**src/riscv_isa_pkg.sv**
```systemverilog
package riscv_isa_pkg;

  localparam int XLEN = 32;

  // Instruction field positions
  localparam int OPCODE_LSB = 2;
  localparam int OPCODE_MSB = 6;
  localparam int RD_LSB = 7;
  localparam int RD_MSB = 11;
  localparam int FUNCT3_LSB = 12;
  localparam int FUNCT3_MSB = 14;
  localparam int RS1_LSB = 15;
  localparam int RS1_MSB = 19;
  localparam int RS2_LSB = 20;
  localparam int RS2_MSB = 24;
  localparam int ALT_BIT = 30;

  typedef logic [XLEN-1:0] word_t;
  typedef logic [4:0] reg_addr_t;
  typedef logic [4:0] opcode_t;
  typedef logic [2:0] funct3_t;

  // Major opcodes, bits 6 to 2
  localparam opcode_t OPCODE_OP_IMM = 5'b00100;
  localparam opcode_t OPCODE_AUIPC = 5'b00101;
  localparam opcode_t OPCODE_OP = 5'b01100;
  localparam opcode_t OPCODE_LUI = 5'b01101;
  localparam opcode_t OPCODE_BRANCH = 5'b11000;
  localparam opcode_t OPCODE_JALR = 5'b11001;
  localparam opcode_t OPCODE_JAL = 5'b11011;

  // ALU minor codes
  localparam funct3_t FUNCT3_ADD = 3'b000;
  localparam funct3_t FUNCT3_SLL = 3'b001;
  localparam funct3_t FUNCT3_SLT = 3'b010;
  localparam funct3_t FUNCT3_SLTU = 3'b011;
  localparam funct3_t FUNCT3_XOR = 3'b100;
  localparam funct3_t FUNCT3_SRA = 3'b101;
  localparam funct3_t FUNCT3_OR = 3'b110;
  localparam funct3_t FUNCT3_AND = 3'b111;

  // Branch conditions
  localparam funct3_t FUNCT3_BEQ = 3'b000;
  localparam funct3_t FUNCT3_BNE = 3'b001;
  localparam funct3_t FUNCT3_BLT = 3'b100;
  localparam funct3_t FUNCT3_BGE = 3'b101;
  localparam funct3_t FUNCT3_BLTU = 3'b110;
  localparam funct3_t FUNCT3_BGEU = 3'b111;

endpackage

```
**src/core_pkg.sv**
```systemverilog
package core_pkg;

  // Operation as seen by the ALU
  typedef struct packed {
    riscv_isa_pkg::funct3_t op;
    logic alt;
  } alu_op_t;

  // Decode stage record
  typedef struct packed {
    riscv_isa_pkg::word_t pc;
    riscv_isa_pkg::word_t inst;
    riscv_isa_pkg::opcode_t opcode;
    riscv_isa_pkg::funct3_t funct3;
    logic alternate;
    riscv_isa_pkg::word_t imm;
    riscv_isa_pkg::word_t rs1_data;
    riscv_isa_pkg::word_t rs2_data;
    riscv_isa_pkg::reg_addr_t rd_addr;
    logic rd_wb;
    logic illegal;
    logic valid;
  } decoded_t;

  // Commit record, also the register file write port
  typedef struct packed {
    riscv_isa_pkg::word_t pc;
    riscv_isa_pkg::word_t npc;
    riscv_isa_pkg::word_t inst;
    riscv_isa_pkg::reg_addr_t rd_addr;
    logic rd_wb;
    riscv_isa_pkg::word_t rd_data;
    logic illegal;
  } commit_t;

endpackage

```
**src/alu_path.sv**
```systemverilog
`timescale 1ns/100ps

module alu_path (
  input  core_pkg::decoded_t   i_dec,
  output riscv_isa_pkg::word_t o_alu_res
);

  localparam int SHAMT_W = $clog2(riscv_isa_pkg::XLEN);

  riscv_isa_pkg::word_t src1;
  riscv_isa_pkg::word_t src2;
  core_pkg::alu_op_t alu_op;
  logic [SHAMT_W-1:0] shamt;

  // Operand select
  always_comb begin
    case (i_dec.opcode)
      riscv_isa_pkg::OPCODE_LUI:
        src1 = '0;
      riscv_isa_pkg::OPCODE_AUIPC:
        src1 = i_dec.pc;
      default:
        src1 = i_dec.rs1_data;
    endcase
    if (i_dec.opcode == riscv_isa_pkg::OPCODE_OP) begin
      src2 = i_dec.rs2_data;
    end else begin
      src2 = i_dec.imm;
    end
  end

  // Plain add for everything but OP and OP_IMM
  always_comb begin
    alu_op.op = riscv_isa_pkg::FUNCT3_ADD;
    alu_op.alt = 1'b0;
    if (i_dec.opcode == riscv_isa_pkg::OPCODE_OP) begin
      alu_op.op = i_dec.funct3;
      alu_op.alt = i_dec.alternate;
    end else if (i_dec.opcode == riscv_isa_pkg::OPCODE_OP_IMM) begin
      alu_op.op = i_dec.funct3;
      // Bit 30 is immediate data except on shifts right
      alu_op.alt = (i_dec.funct3 == riscv_isa_pkg::FUNCT3_SRA) & i_dec.alternate;
    end
  end

  assign shamt = src2[SHAMT_W-1:0];

  always_comb begin
    case (alu_op.op)
      riscv_isa_pkg::FUNCT3_ADD:
        o_alu_res = alu_op.alt ? src1 - src2 : src1 + src2;
      riscv_isa_pkg::FUNCT3_SLL:
        o_alu_res = src1 << shamt;
      riscv_isa_pkg::FUNCT3_SLT:
        o_alu_res = {{(riscv_isa_pkg::XLEN-1){1'b0}}, $signed(src1) < $signed(src2)};
      riscv_isa_pkg::FUNCT3_SLTU:
        o_alu_res = {{(riscv_isa_pkg::XLEN-1){1'b0}}, src1 < src2};
      riscv_isa_pkg::FUNCT3_XOR:
        o_alu_res = src1 ^ src2;
      riscv_isa_pkg::FUNCT3_SRA: begin
        if (alu_op.alt) begin
          o_alu_res = riscv_isa_pkg::word_t'($signed(src1) >>> shamt);
        end else begin
          o_alu_res = src1 >> shamt;
        end
      end
      riscv_isa_pkg::FUNCT3_OR:
        o_alu_res = src1 | src2;
      default:
        o_alu_res = src1 & src2;
    endcase
  end

endmodule

```
**src/branch_unit.sv**
```systemverilog
`timescale 1ns/100ps

module branch_unit (
  input  core_pkg::decoded_t   i_dec,
  output logic                 o_taken,
  output riscv_isa_pkg::word_t o_npc
);

  logic cond;
  riscv_isa_pkg::word_t jalr_sum;

  always_comb begin
    case (i_dec.funct3)
      riscv_isa_pkg::FUNCT3_BEQ:  cond = i_dec.rs1_data == i_dec.rs2_data;
      riscv_isa_pkg::FUNCT3_BNE:  cond = i_dec.rs1_data != i_dec.rs2_data;
      riscv_isa_pkg::FUNCT3_BLT:  cond = $signed(i_dec.rs1_data) < $signed(i_dec.rs2_data);
      riscv_isa_pkg::FUNCT3_BGE:  cond = $signed(i_dec.rs1_data) >= $signed(i_dec.rs2_data);
      riscv_isa_pkg::FUNCT3_BLTU: cond = i_dec.rs1_data < i_dec.rs2_data;
      riscv_isa_pkg::FUNCT3_BGEU: cond = i_dec.rs1_data >= i_dec.rs2_data;
      default:                    cond = 1'b0;
    endcase
  end

  assign o_taken = (i_dec.opcode == riscv_isa_pkg::OPCODE_BRANCH) & cond;
  assign jalr_sum = i_dec.rs1_data + i_dec.imm;

  always_comb begin
    if (i_dec.opcode == riscv_isa_pkg::OPCODE_JAL || o_taken) begin
      o_npc = i_dec.pc + i_dec.imm;
    end else if (i_dec.opcode == riscv_isa_pkg::OPCODE_JALR) begin
      // Target LSB is dropped
      o_npc = {jalr_sum[riscv_isa_pkg::XLEN-1:1], 1'b0};
    end else begin
      o_npc = i_dec.pc + 'd4;
    end
    // An odd PC could only come from a bad immediate or reset vector
    if (i_dec.valid) begin
      assert (o_npc[0] == 1'b0);
    end
  end

endmodule

```
**src/commit_stage.sv**
```systemverilog
`timescale 1ns/100ps

module commit_stage #(
  parameter riscv_isa_pkg::word_t RESET_PC = '0
) (
  input  logic                     clk,
  input  logic                     nrst,
  input  core_pkg::decoded_t       i_dec,
  input  riscv_isa_pkg::word_t     i_alu_res,
  input  riscv_isa_pkg::word_t     i_npc,
  output riscv_isa_pkg::word_t     o_fetch_pc,
  output logic                     o_bypass_valid,
  output riscv_isa_pkg::reg_addr_t o_bypass_addr,
  output riscv_isa_pkg::word_t     o_bypass_data,
  output logic                     o_commit_valid,
  output core_pkg::commit_t        o_commit
);

  core_pkg::commit_t rec;
  riscv_isa_pkg::word_t pc_q;
  logic is_link;

  assign is_link = (i_dec.opcode == riscv_isa_pkg::OPCODE_JAL) ||
                   (i_dec.opcode == riscv_isa_pkg::OPCODE_JALR);

  always_comb begin
    rec.pc = i_dec.pc;
    rec.npc = i_npc;
    rec.inst = i_dec.inst;
    rec.rd_addr = i_dec.rd_addr;
    rec.rd_wb = i_dec.rd_wb & ~i_dec.illegal;
    // Link value for jumps
    rec.rd_data = is_link ? i_dec.pc + 'd4 : i_alu_res;
    rec.illegal = i_dec.illegal;
  end

  assign o_bypass_valid = i_dec.valid & rec.rd_wb;
  assign o_bypass_addr = rec.rd_addr;
  assign o_bypass_data = rec.rd_data;

  // Next instruction follows the one in decode, if any
  assign o_fetch_pc = i_dec.valid ? i_npc : pc_q;

  always_ff @(posedge clk) begin
    if (!nrst) begin
      pc_q <= RESET_PC;
      o_commit_valid <= 1'b0;
    end else begin
      if (i_dec.valid) begin
        pc_q <= i_npc;
      end
      o_commit_valid <= i_dec.valid;
    end
  end

  always_ff @(posedge clk) begin
    if (i_dec.valid) begin
      o_commit <= rec;
    end
  end

endmodule

```
**src/exec_core.sv**
```systemverilog
`timescale 1ns/100ps

module exec_core #(
  parameter riscv_isa_pkg::word_t RESET_PC = 32'h0000_1000
) (
  input  logic                 clk,
  input  logic                 nrst,
  input  logic                 i_inst_valid,
  input  riscv_isa_pkg::word_t i_inst,
  output logic                 o_commit_valid,
  output core_pkg::commit_t    o_commit
);

  riscv_isa_pkg::reg_addr_t rs1_addr;
  riscv_isa_pkg::reg_addr_t rs2_addr;
  riscv_isa_pkg::word_t rs1_data;
  riscv_isa_pkg::word_t rs2_data;
  riscv_isa_pkg::word_t fetch_pc;
  core_pkg::decoded_t dec;
  riscv_isa_pkg::word_t alu_res;
  riscv_isa_pkg::word_t npc;
  logic br_taken;
  logic byp_valid;
  riscv_isa_pkg::reg_addr_t byp_addr;
  riscv_isa_pkg::word_t byp_data;

  inst_decoder u_dec (
    .clk(clk), .nrst(nrst),
    .i_inst_valid(i_inst_valid), .i_inst(i_inst), .i_fetch_pc(fetch_pc),
    .i_rs1_data(rs1_data), .i_rs2_data(rs2_data),
    .o_rs1_addr(rs1_addr), .o_rs2_addr(rs2_addr), .o_dec(dec)
  );

  reg_file u_rf (
    .clk(clk), .nrst(nrst),
    .i_rs1_addr(rs1_addr), .i_rs2_addr(rs2_addr),
    .i_bypass_valid(byp_valid), .i_bypass_addr(byp_addr), .i_bypass_data(byp_data),
    .i_wr_valid(o_commit_valid), .i_wr(o_commit),
    .o_rs1_data(rs1_data), .o_rs2_data(rs2_data)
  );

  alu_path u_alu (.i_dec(dec), .o_alu_res(alu_res));

  branch_unit u_br (.i_dec(dec), .o_taken(br_taken), .o_npc(npc));

  commit_stage #(.RESET_PC(RESET_PC)) u_commit (
    .clk(clk), .nrst(nrst),
    .i_dec(dec), .i_alu_res(alu_res), .i_npc(npc),
    .o_fetch_pc(fetch_pc),
    .o_bypass_valid(byp_valid), .o_bypass_addr(byp_addr), .o_bypass_data(byp_data),
    .o_commit_valid(o_commit_valid), .o_commit(o_commit)
  );

  // Taken branch shows up on the commit port with its target one cycle later
  assert property (@(posedge clk) disable iff (!nrst)
    dec.valid && br_taken |=> o_commit_valid && o_commit.npc == $past(dec.pc + dec.imm));

endmodule

```
**src/inst_decoder.sv**
```systemverilog
`timescale 1ns/100ps

module inst_decoder (
  input  logic                     clk,
  input  logic                     nrst,
  input  logic                     i_inst_valid,
  input  riscv_isa_pkg::word_t     i_inst,
  input  riscv_isa_pkg::word_t     i_fetch_pc,
  input  riscv_isa_pkg::word_t     i_rs1_data,
  input  riscv_isa_pkg::word_t     i_rs2_data,
  output riscv_isa_pkg::reg_addr_t o_rs1_addr,
  output riscv_isa_pkg::reg_addr_t o_rs2_addr,
  output core_pkg::decoded_t       o_dec
);

  riscv_isa_pkg::opcode_t opcode;
  riscv_isa_pkg::reg_addr_t rd_addr;
  riscv_isa_pkg::word_t imm;
  logic known_op;
  logic writes_rd;
  core_pkg::decoded_t dec_d;

  assign opcode = i_inst[riscv_isa_pkg::OPCODE_MSB:riscv_isa_pkg::OPCODE_LSB];
  assign rd_addr = i_inst[riscv_isa_pkg::RD_MSB:riscv_isa_pkg::RD_LSB];
  assign o_rs1_addr = i_inst[riscv_isa_pkg::RS1_MSB:riscv_isa_pkg::RS1_LSB];
  assign o_rs2_addr = i_inst[riscv_isa_pkg::RS2_MSB:riscv_isa_pkg::RS2_LSB];

  // I form unless the opcode says otherwise
  always_comb begin
    case (opcode)
      riscv_isa_pkg::OPCODE_LUI,
      riscv_isa_pkg::OPCODE_AUIPC:
        imm = {i_inst[31:12], 12'h000};
      riscv_isa_pkg::OPCODE_JAL:
        imm = {{12{i_inst[31]}}, i_inst[19:12], i_inst[20], i_inst[30:21], 1'b0};
      riscv_isa_pkg::OPCODE_BRANCH:
        imm = {{20{i_inst[31]}}, i_inst[7], i_inst[30:25], i_inst[11:8], 1'b0};
      default:
        imm = {{20{i_inst[31]}}, i_inst[31:20]};
    endcase
  end

  always_comb begin
    case (opcode)
      riscv_isa_pkg::OPCODE_OP,
      riscv_isa_pkg::OPCODE_OP_IMM,
      riscv_isa_pkg::OPCODE_LUI,
      riscv_isa_pkg::OPCODE_AUIPC,
      riscv_isa_pkg::OPCODE_JAL,
      riscv_isa_pkg::OPCODE_JALR: begin
        known_op = 1'b1;
        writes_rd = 1'b1;
      end
      riscv_isa_pkg::OPCODE_BRANCH: begin
        known_op = 1'b1;
        writes_rd = 1'b0;
      end
      default: begin
        known_op = 1'b0;
        writes_rd = 1'b0;
      end
    endcase
  end

  always_comb begin
    dec_d.pc = i_fetch_pc;
    dec_d.inst = i_inst;
    dec_d.opcode = opcode;
    dec_d.funct3 = i_inst[riscv_isa_pkg::FUNCT3_MSB:riscv_isa_pkg::FUNCT3_LSB];
    dec_d.alternate = i_inst[riscv_isa_pkg::ALT_BIT];
    dec_d.imm = imm;
    dec_d.rs1_data = i_rs1_data;
    dec_d.rs2_data = i_rs2_data;
    dec_d.rd_addr = rd_addr;
    // x0 is never a destination
    dec_d.rd_wb = writes_rd & (rd_addr != '0);
    dec_d.illegal = ~known_op;
    dec_d.valid = i_inst_valid;
  end

  always_ff @(posedge clk) begin
    if (!nrst) begin
      o_dec.valid <= 1'b0;
    end else begin
      o_dec <= dec_d;
    end
  end

  // Accepted instruction never carries a write to x0 into decode
  assert property (@(posedge clk) disable iff (!nrst)
    i_inst_valid |=> !(o_dec.rd_wb && o_dec.rd_addr == '0));

endmodule

```
**src/reg_file.sv**
```systemverilog
`timescale 1ns/100ps

module reg_file (
  input  logic                     clk,
  input  logic                     nrst,
  input  riscv_isa_pkg::reg_addr_t i_rs1_addr,
  input  riscv_isa_pkg::reg_addr_t i_rs2_addr,
  input  logic                     i_bypass_valid,
  input  riscv_isa_pkg::reg_addr_t i_bypass_addr,
  input  riscv_isa_pkg::word_t     i_bypass_data,
  input  logic                     i_wr_valid,
  input  core_pkg::commit_t        i_wr,
  output riscv_isa_pkg::word_t     o_rs1_data,
  output riscv_isa_pkg::word_t     o_rs2_data
);

  localparam int NREGS = 32;

  riscv_isa_pkg::word_t regs [1:NREGS-1];
  logic wr_en;

  assign wr_en = i_wr_valid & i_wr.rd_wb;

  // Youngest result wins, then the commit record, then the array
  function automatic riscv_isa_pkg::word_t read_port(input riscv_isa_pkg::reg_addr_t addr);
    riscv_isa_pkg::word_t data;
    if (addr == '0) begin
      data = '0;
    end else if (i_bypass_valid && i_bypass_addr == addr) begin
      data = i_bypass_data;
    end else if (wr_en && i_wr.rd_addr == addr) begin
      data = i_wr.rd_data;
    end else begin
      data = regs[addr];
    end
    return data;
  endfunction

  always_comb begin
    o_rs1_data = read_port(i_rs1_addr);
    o_rs2_data = read_port(i_rs2_addr);
  end

  always_ff @(posedge clk) begin
    if (!nrst) begin
      for (int i = 1; i < NREGS; i++) begin
        regs[i] <= '0;
      end
    end else if (wr_en) begin
      regs[i_wr.rd_addr] <= i_wr.rd_data;
    end
  end

  // Decode and commit together must keep x0 out of the write port
  assert property (@(posedge clk) disable iff (!nrst)
    wr_en |-> i_wr.rd_addr != '0);

endmodule

```
**config.mk**
```make
export PLATFORM = sky130hd
export DESIGN_NAME = exec_core
export DESIGN_NICKNAME = d
export VERILOG_FILES = /design/src/riscv_isa_pkg.sv /design/src/core_pkg.sv /design/src/alu_path.sv /design/src/branch_unit.sv /design/src/commit_stage.sv /design/src/exec_core.sv /design/src/inst_decoder.sv /design/src/reg_file.sv
export SDC_FILE = /design/constraint.sdc
export NUM_CORES = 2
export LEC_CHECK = 0
export ABC_AREA = 0
export ABC_CLOCK_PERIOD_IN_PS = 6850
export BUFFER_PORTS_ARGS = -buffer_cell sky130_fd_sc_hd__buf_2
export CORE_MARGIN = 2
export CORE_UTILIZATION = 45
export DETAILED_ROUTE_END_ITERATION = 6
export HOLD_SLACK_MARGIN = 0.06
export SYNTH_ARGS = -nofsm -noshare
export SYNTH_HDL_FRONTEND = slang
export SYNTH_SLANG_ARGS = --single-unit
```
**constraint.sdc**
```tcl
create_clock -name clk -period 6.85 [get_ports clk]
set_input_delay 0.685 -clock clk [delete_from_list [all_inputs] [get_ports clk]]
set_output_delay 0.685 -clock clk [all_outputs]
set_load 0.01 [all_outputs]
```
# Word-level counts from Yosys, hierarchy flattened
# Memory sizes are Yosys's and may differ from the RTL's.
# Index checks and enable logic that the tools add are counted.
[word_totals]
ram_bits = 992
latch_bits = 0
rom_bits = 0
memories = 1
reg_bits = 345
word_cells = 119
[op_classes]
reduce_logical = 15
addsub = 5
eq_ne = 31
bitwise = 11
n_mux = 26
div_mod_pow = 0
order_cmp = 6
n_mul = 0
shifts = 3
[mem_list]
columns = ["memory", "depth", "word_bits", "read_ports", "rd_clocked_by_memory_dff", "write_ports", "line", "source"]
rows = [
  ["u_rf.regs", 31, 32, 2, 0, 31, "reg_file.sv:19", "riscv_isa_pkg::word_t regs [1:NREGS-1];"],
]
[op_table]
columns = ["op", "n"]
rows = [
  ["32-bit 2-to-1 mux", 12],
  ["32-bit one-hot mux with 7 select lines", 1],
  ["32-bit less-than comparator", 4],
  ["32-bit adder", 3],
  ["31-bit one-hot mux with 3 select lines", 1],
  ["32-bit >= comparator", 2],
  ["32-bit one-hot mux with 2 select lines", 1],
  ["32-bit by 3-bit adder with 32-bit output, second input constant", 1],
  ["32-bit bitwise AND", 1],
  ["32-bit == test", 1],
  ["32-bit inequality test", 1],
  ["32-bit bitwise OR", 1],
  ["32-bit OR reduction", 1],
  ["32-bit by 5-bit left shift with 32-bit output", 1],
  ["32-bit by 5-bit right shift with 32-bit output", 1],
  ["32-bit by 5-bit >>> shifter with 32-bit output", 1],
  ["32-bit subtractor", 1],
  ["32-bit XOR", 1],
  ["5-bit == test, second input constant", 6],
  ["3-bit == test, second input constant", 7],
  ["5-bit by 3-bit == test with 1-bit output, second input constant", 4],
  ["5-bit by 4-bit == test with 1-bit output, second input constant", 4],
  ["5-bit == test", 4],
  ["5-bit logical NOT", 2],
  ["other kinds (15)", 35],
]

# Depth between registers and ports, before layout
[logic_depth]
word_depth = 8
mapped_depth = 21
depth_no_buf = 17

# Cells and area by module
# From an unflattened synthesis, not the netlist that was laid out.
[hier_totals]
hier_cells = 6824
hier_area_um2 = 82386.5
[by_module_without_submodules]
columns = ["module", "cells_each", "area_per_inst_um2", "seq_area_each_um2", "n_inst"]
rows = [
  ["reg_file", 3780, 55253.0, 30749.5, 1],
  ["alu_path", 1558, 9793.1, 0.0, 1],
  ["commit_stage", 436, 6557.5, 4714.5, 1],
  ["inst_decoder", 267, 5525.3, 4854.7, 1],
  ["branch_unit", 783, 5257.5, 0.0, 1],
]

# Least setup slack after synthesis
# No wires, ideal clock.
[synth_timing]
path_type = "register to register"
start = "register u_dec.o_dec[109] in the netlist's numbering"
end = "register u_dec.o_dec[70] in the netlist's numbering (data pin)"
stages_incl_launch_ff = 21
arrival_time_ns = 4.872
path_buffers = 5
required_ns = 6.594
setup_slack_ns = 1.722
setup_ns = 0.256
cell_sequence = "edfxtp_1 -> buf_6 -> or4b_4 -> buf_6 -> o21ai_4 -> nand2_4 -> buf_6 -> buf_4 -> buf_2 -> ha_1 -> fa_1 -> nor2b_1 -> o2111ai_1 -> a21oi_1 -> a221o_1 -> a221oi_1 -> o31a_1 -> o31ai_1 -> and3_1 -> or3_4 -> o211a_1"
[synth_via]
elab_chain_len = 7
elab_cells_between_ends = 31
cone_classes = "add/sub: 2; eq/ne: 12; shift: 3; mux: 9; bitwise: 3; reduce/logical: 2"
[synth_rtl]
columns = ["element", "line", "source"]
rows = [
  ["start, declared", "inst_decoder.sv:13", "output core_pkg::decoded_t o_dec"],
  ["5-bit by 3-bit == test with 1-bit output (tied with other cells)", "alu_path.sv:17", "case (i_dec.opcode)"],
  ["32-bit one-hot mux with 2 select lines (tied with other cells)", "alu_path.sv:17", ""],
  ["32-bit adder (tied with other cells)", "alu_path.sv:51", "o_alu_res = alu_op.alt ? src1 - src2 : src1 + src2;"],
  ["32-bit 2-to-1 mux (tied with other cells)", "alu_path.sv:51", ""],
  ["32-bit one-hot mux with 7 select lines", "alu_path.sv:49", "case (alu_op.op)"],
  ["32-bit 2-to-1 mux *", "commit_stage.sv:33", "rec.rd_data = is_link ? i_dec.pc + 'd4 : i_alu_res;"],
  ["net byp_data[30]", "exec_core.sv:25", "riscv_isa_pkg::word_t byp_data;"],
  ["32-bit 2-to-1 mux *", "reg_file.sv:29", "end else if (i_bypass_valid && i_bypass_addr == addr) begin"],
]
# The timed path passes the listed nets; every way through them passes the cells marked *.
# A chain may end at the register's enable or synchronous reset.

# Worst setup path in the final report
[layout_timing]
start = "register u_dec.o_dec[109] in the netlist's numbering"
end = "register u_dec.o_dec[66] in the netlist's numbering (data pin)"
[layout_via]
elab_chain_len = 7
elab_cells_between_ends = 31
cone_classes = "add/sub: 2; eq/ne: 12; shift: 3; mux: 9; bitwise: 3; reduce/logical: 2"
[layout_rtl]
columns = ["element", "line"]
rows = [
  ["5-bit by 3-bit == test with 1-bit output (tied with other cells)", "alu_path.sv:17"],
  ["32-bit one-hot mux with 2 select lines (tied with other cells)", "alu_path.sv:17"],
  ["32-bit adder (tied with other cells)", "alu_path.sv:51"],
  ["32-bit 2-to-1 mux (tied with other cells)", "alu_path.sv:51"],
  ["32-bit one-hot mux with 7 select lines", "alu_path.sv:49"],
  ["32-bit 2-to-1 mux *", "commit_stage.sv:33"],
  ["32-bit 2-to-1 mux *", "reg_file.sv:29"],
]
# Every way passes the cells marked *; elsewhere a longest branch is shown, timed or not.

==> metrics.md <==
| Metric | Value |
|---|---|
| Status | `complete, no violations` |
| Final hold vios | `0` |
| Largest cells by area after synthesis | `edfxtp_1, mux4_2, and2_1` |
| Crit path launch type | `flip-flop` |
| # rows | `156` |
| Final WS setup | `0.400 ns` |
| Drt wl/cell | `37.3 microns` |
| Post-synth ARST share | `0%` |
| Synth top area share | `48.4%` |
| FMAX | `155 MHz` |
| Hold Path Depth | `1` |
| Unrepaired setup endpoints after global routing | `no` |
| Maximum clock path buffer count | `3` |
| Final setup viols | `0` |
| Largest net degree at the start of global routing | `172` |
| Core area | `181000 sq um` |
| Initial antenna violation count | `12` |
| Max cap viols | `0` |
| CTS Root Cell | `clkbuf_16` |
| Pre-CTS setup slack | `0.547 ns` |
| Worst Hold Endpoint | `u_dec.o_dec[6]$_DFFE_PP_` |
| Synth area leader | `edfxtp_1` |
| H-tree Lvls | `4` |
| # port buffers | `170` |
| # IOs | `171` |
| Vias per cell | `6.72` |
| Routability-driven placement congestion ratio | `1.05` |
| Vias | `60400` |
| Max transition margin | `14.4%` |
| Slew @ Worst Pin | `1.28 ns` |
| Initial Utilization | `45.2%` |
| Clock latency on the worst-skew pair | `0.83 ns` |
| Hold Startpoint | `i_inst[10]` |
| GR Util met2 | `57.2%` |
| Die footprint | `185000 sq um` |
| Final std cells w/o fill | `8993` |
| Vias in the first global route | `59400` |
| Synth Instances | `6499` |
| Overflow after GRT | `0` |
| CTS tree | `yes` |
| Post_cts resized | `0` |
| Post-layout min period | `6.45 ns` |
| Final #Nets | `6731` |
| Mapped Avg Cell Area | `12.6 sq um` |
| Yosys reg bits | `1349` |
| Post-synth EDFFs | `1315` |
| CP Capture Type | `flip-flop` |
| Detail Route Antenna Nets | `0` |
| Design area | `90600 sq um` |
| Synthesized Nets | `6729` |
| Met1 Resource Use GR | `45.8%` |
| Final Routed Wirelength | `335000 microns` |
| Synth Cell Area | `81600 sq um` |
| Crit path kind | `flip-flop to flip-flop` |
| CP bufs+invs | `2` |
| Leak | `33.4 nW` |
| Worst Reg-to-Reg Cells | `16` |
| Layout cells sized above 1 | `20.7%` |
| Top FF cell, synth | `edfxtp_1` |
| PD cells | `251 nW/um^2` |
| Synth Warn # | `0` |
| Final clock skew | `0.0704 ns` |
| Setup slack, reg-to-reg | `0.40 ns` |
| CTS Buf Count | `151` |
| CP required | `7.38 ns` |
| Area post-placement | `85900 sq um` |
| FF-to-FF Start | `u_dec.o_dec[109]$_DFFE_PP_` |
| Critical path cell sequence | `nor4b_4 > buf_4 > a21oi_1 > nor2_4 > inv_2 > fa_1 > nor2b_1 > o2111ai_1 > a21oi_1 > a221o_1 > a221oi_1 > nor3_1 > a31oi_1 > xnor2_1 > a211oi_1 > o21ai_0` |
| Wire length of the first global-routing pass | `468000 microns` |
| DRT Pass-1 Iters | `7` |
| Final setup TNS | `0 ns` |
| Worst Path Arrival | `6.98 ns` |
| CP peak stage delay | `0.73 ns` |
| Worst-path clk slew | `0.06 ns` |
| Die height | `430 microns` |
| Die width | `430 microns` |
| Yosys cell types | `97` |
| Critical-path top delay cell | `nor4b_4` |
| Most frequent CP cell | `a21oi_1` |
| DRC | `0` |
| Worst Hold Class | `input pin to flip-flop` |
| # fillers | `15600` |
| Starting DRT DRC Count | `8434` |
| Gr usage total | `36.0%` |
| GRT busiest layer | `met2` |
| Placed insts | `8712` |
| Detail Placement HPWL | `228000 microns` |
| Sequential area share after synthesis | `49.2%` |
| Final Max Slew Viols | `0` |
| FF-to-FF End | `u_dec.o_dec[66]$_SDFFCE_PN0P_` |
| Crit path max-delay family | `compound AO/OA/AOI/OAI gates` |
| Met3 Use GR | `7.02%` |
| CP max FO | `20` |
| Part of the cycle the worst path needs | `94.2%` |
| Layout area overhead | `11.1%` |
| Max IR drop VDD | `224 uV` |
| Clock Sinks | `1349` |
==> cell type report <==
class | count | area (sq um) | share of cell area [%]
timing repair buffer | 418 | 2960 | 3.26
clock inverter | 76 | 769 | 0.849
antenna | 5 | 12.5 | 0.0138
inverter | 214 | 808 | 0.892
multi-input combinational | 4367 | 39000 | 43.0
sequential | 1349 | 40200 | 44.3
clock buffer | 194 | 3940 | 4.35
tap | 2370 | 2970 | 3.27
==> state kept, by name, summed over array words and instances, names as in the netlist <==
name and count:
u_commit.o_commit 130, u_rf.regs 1024, u_dec.o_dec 162, u_commit.pc_q 32, u_commit.o_commit_valid 1
==> cells in the final DEF, fill, tap and decap left out, types with 43 or more instances in the layout <==
cell          n
nand2_1     307
mux2i_1     144
inv_1       208
a21oi_1     262
and2_1     1011
xnor2_1      74
nor2b_1      61
buf_2       162
nor3_1      102
clkbuf_16   151
ha_1        191
edfxtp_1   1315
a21o_1       81
buf_4       230
a211oi_1    124
nand3_1      93
o211ai_1     61
o21ai_0     206
clkbuf_1     43
xor2_1       44
mux4_2      602
nor2_1      248
==> logic make-up (layout without fill, tap and decap cells) <==
logic type               count (synthesis)  in the layout  synth area share (%)
multiplexers                           786            786                  18.9
adder cells (fa/ha/maj)                195            195                  3.03
XOR/XNOR                               118            118                  1.27
AO/OA/AOI/OAI                         1196           1196                  9.85
other                                    0              5                     0
AND/OR/NAND/NOR                       2072           2072                  13.9
buffers and inverters                  783            902                  3.78
flip-flops                            1349           1349                  49.2
==> cell usage after synthesis (all sizes together), types with 37 or more instances <==
cell    count
o211ai     61
inv       212
a21o       81
nand2     312
nor2b      61
clkbuf    425
and2     1012
xor2       44
mux4      602
a21oi     264
xnor2      74
edfxtp   1315
nand2b     39
mux2i     144
o21ai     255
buf       144
a211oi    124
nand3      94
and3       37
nor2      288
ha        191
mux2       40
nor3      103
==> timing repair <==
action	4_1_cts	5_1_grt
hold buffers	6	0
setup buffers	0	0
hold endpoints to repair	6	0
==> worst max-delay path by stage <==
stage	from	to	slack [ns]	cells after the start
finish	u_dec.o_dec[109]$_DFFE_PP_	u_dec.o_dec[66]$_SDFFCE_PN0P_	0.40	16
global route	u_dec.o_dec[109]$_DFFE_PP_	u_dec.o_dec[66]$_SDFFCE_PN0P_	0.20	16
CTS	u_dec.o_dec[109]$_DFFE_PP_	u_dec.o_dec[66]$_SDFFCE_PN0P_	0.52	16
detailed placement	u_dec.o_dec[109]$_DFFE_PP_	u_dec.o_dec[66]$_SDFFCE_PN0P_	0.55	16
global placement	u_dec.o_dec[109]$_DFFE_PP_	u_dec.o_dec[37]$_SDFFCE_PN0P_	0.66	14
floorplan	u_dec.o_dec[109]$_DFFE_PP_	u_dec.o_dec[70]$_SDFFCE_PN0P_	1.72	20
==> where the power goes <==
part / internal (W) / switching, W
Clock: 0.00428 / 0.00358
Sequential: 0.00950 / 0.000395
Combinational: 0.00168 / 0.00330
==> through the flow <==
stage / util [%] / power (W) / hold WS [ns]
finish: 50.2 / 0.0227 / 0.106
global route: 50.2 / 0.0234 / 0.0796
CTS: 50.2 / 0.0227 / 0.0640
detailed placement: 47.6 / 0.0149 / 0.405
global placement: 47.5 / 0.0149 / 0.401
floorplan: - / 0.0128 / 0.400
==> layer usage <==
metal | wire [microns] | part of all wire [%] | vias to the layer above
met5 | 0 | 0 | -
met4 | 24000 | 7.2 | 0
met3 | 30200 | 9.0 | 933
met2 | 156000 | 47 | 3767
met1 | 125000 | 37 | 30900
li1 | - | - | 24800
Power figures use the tool's default switching activity.
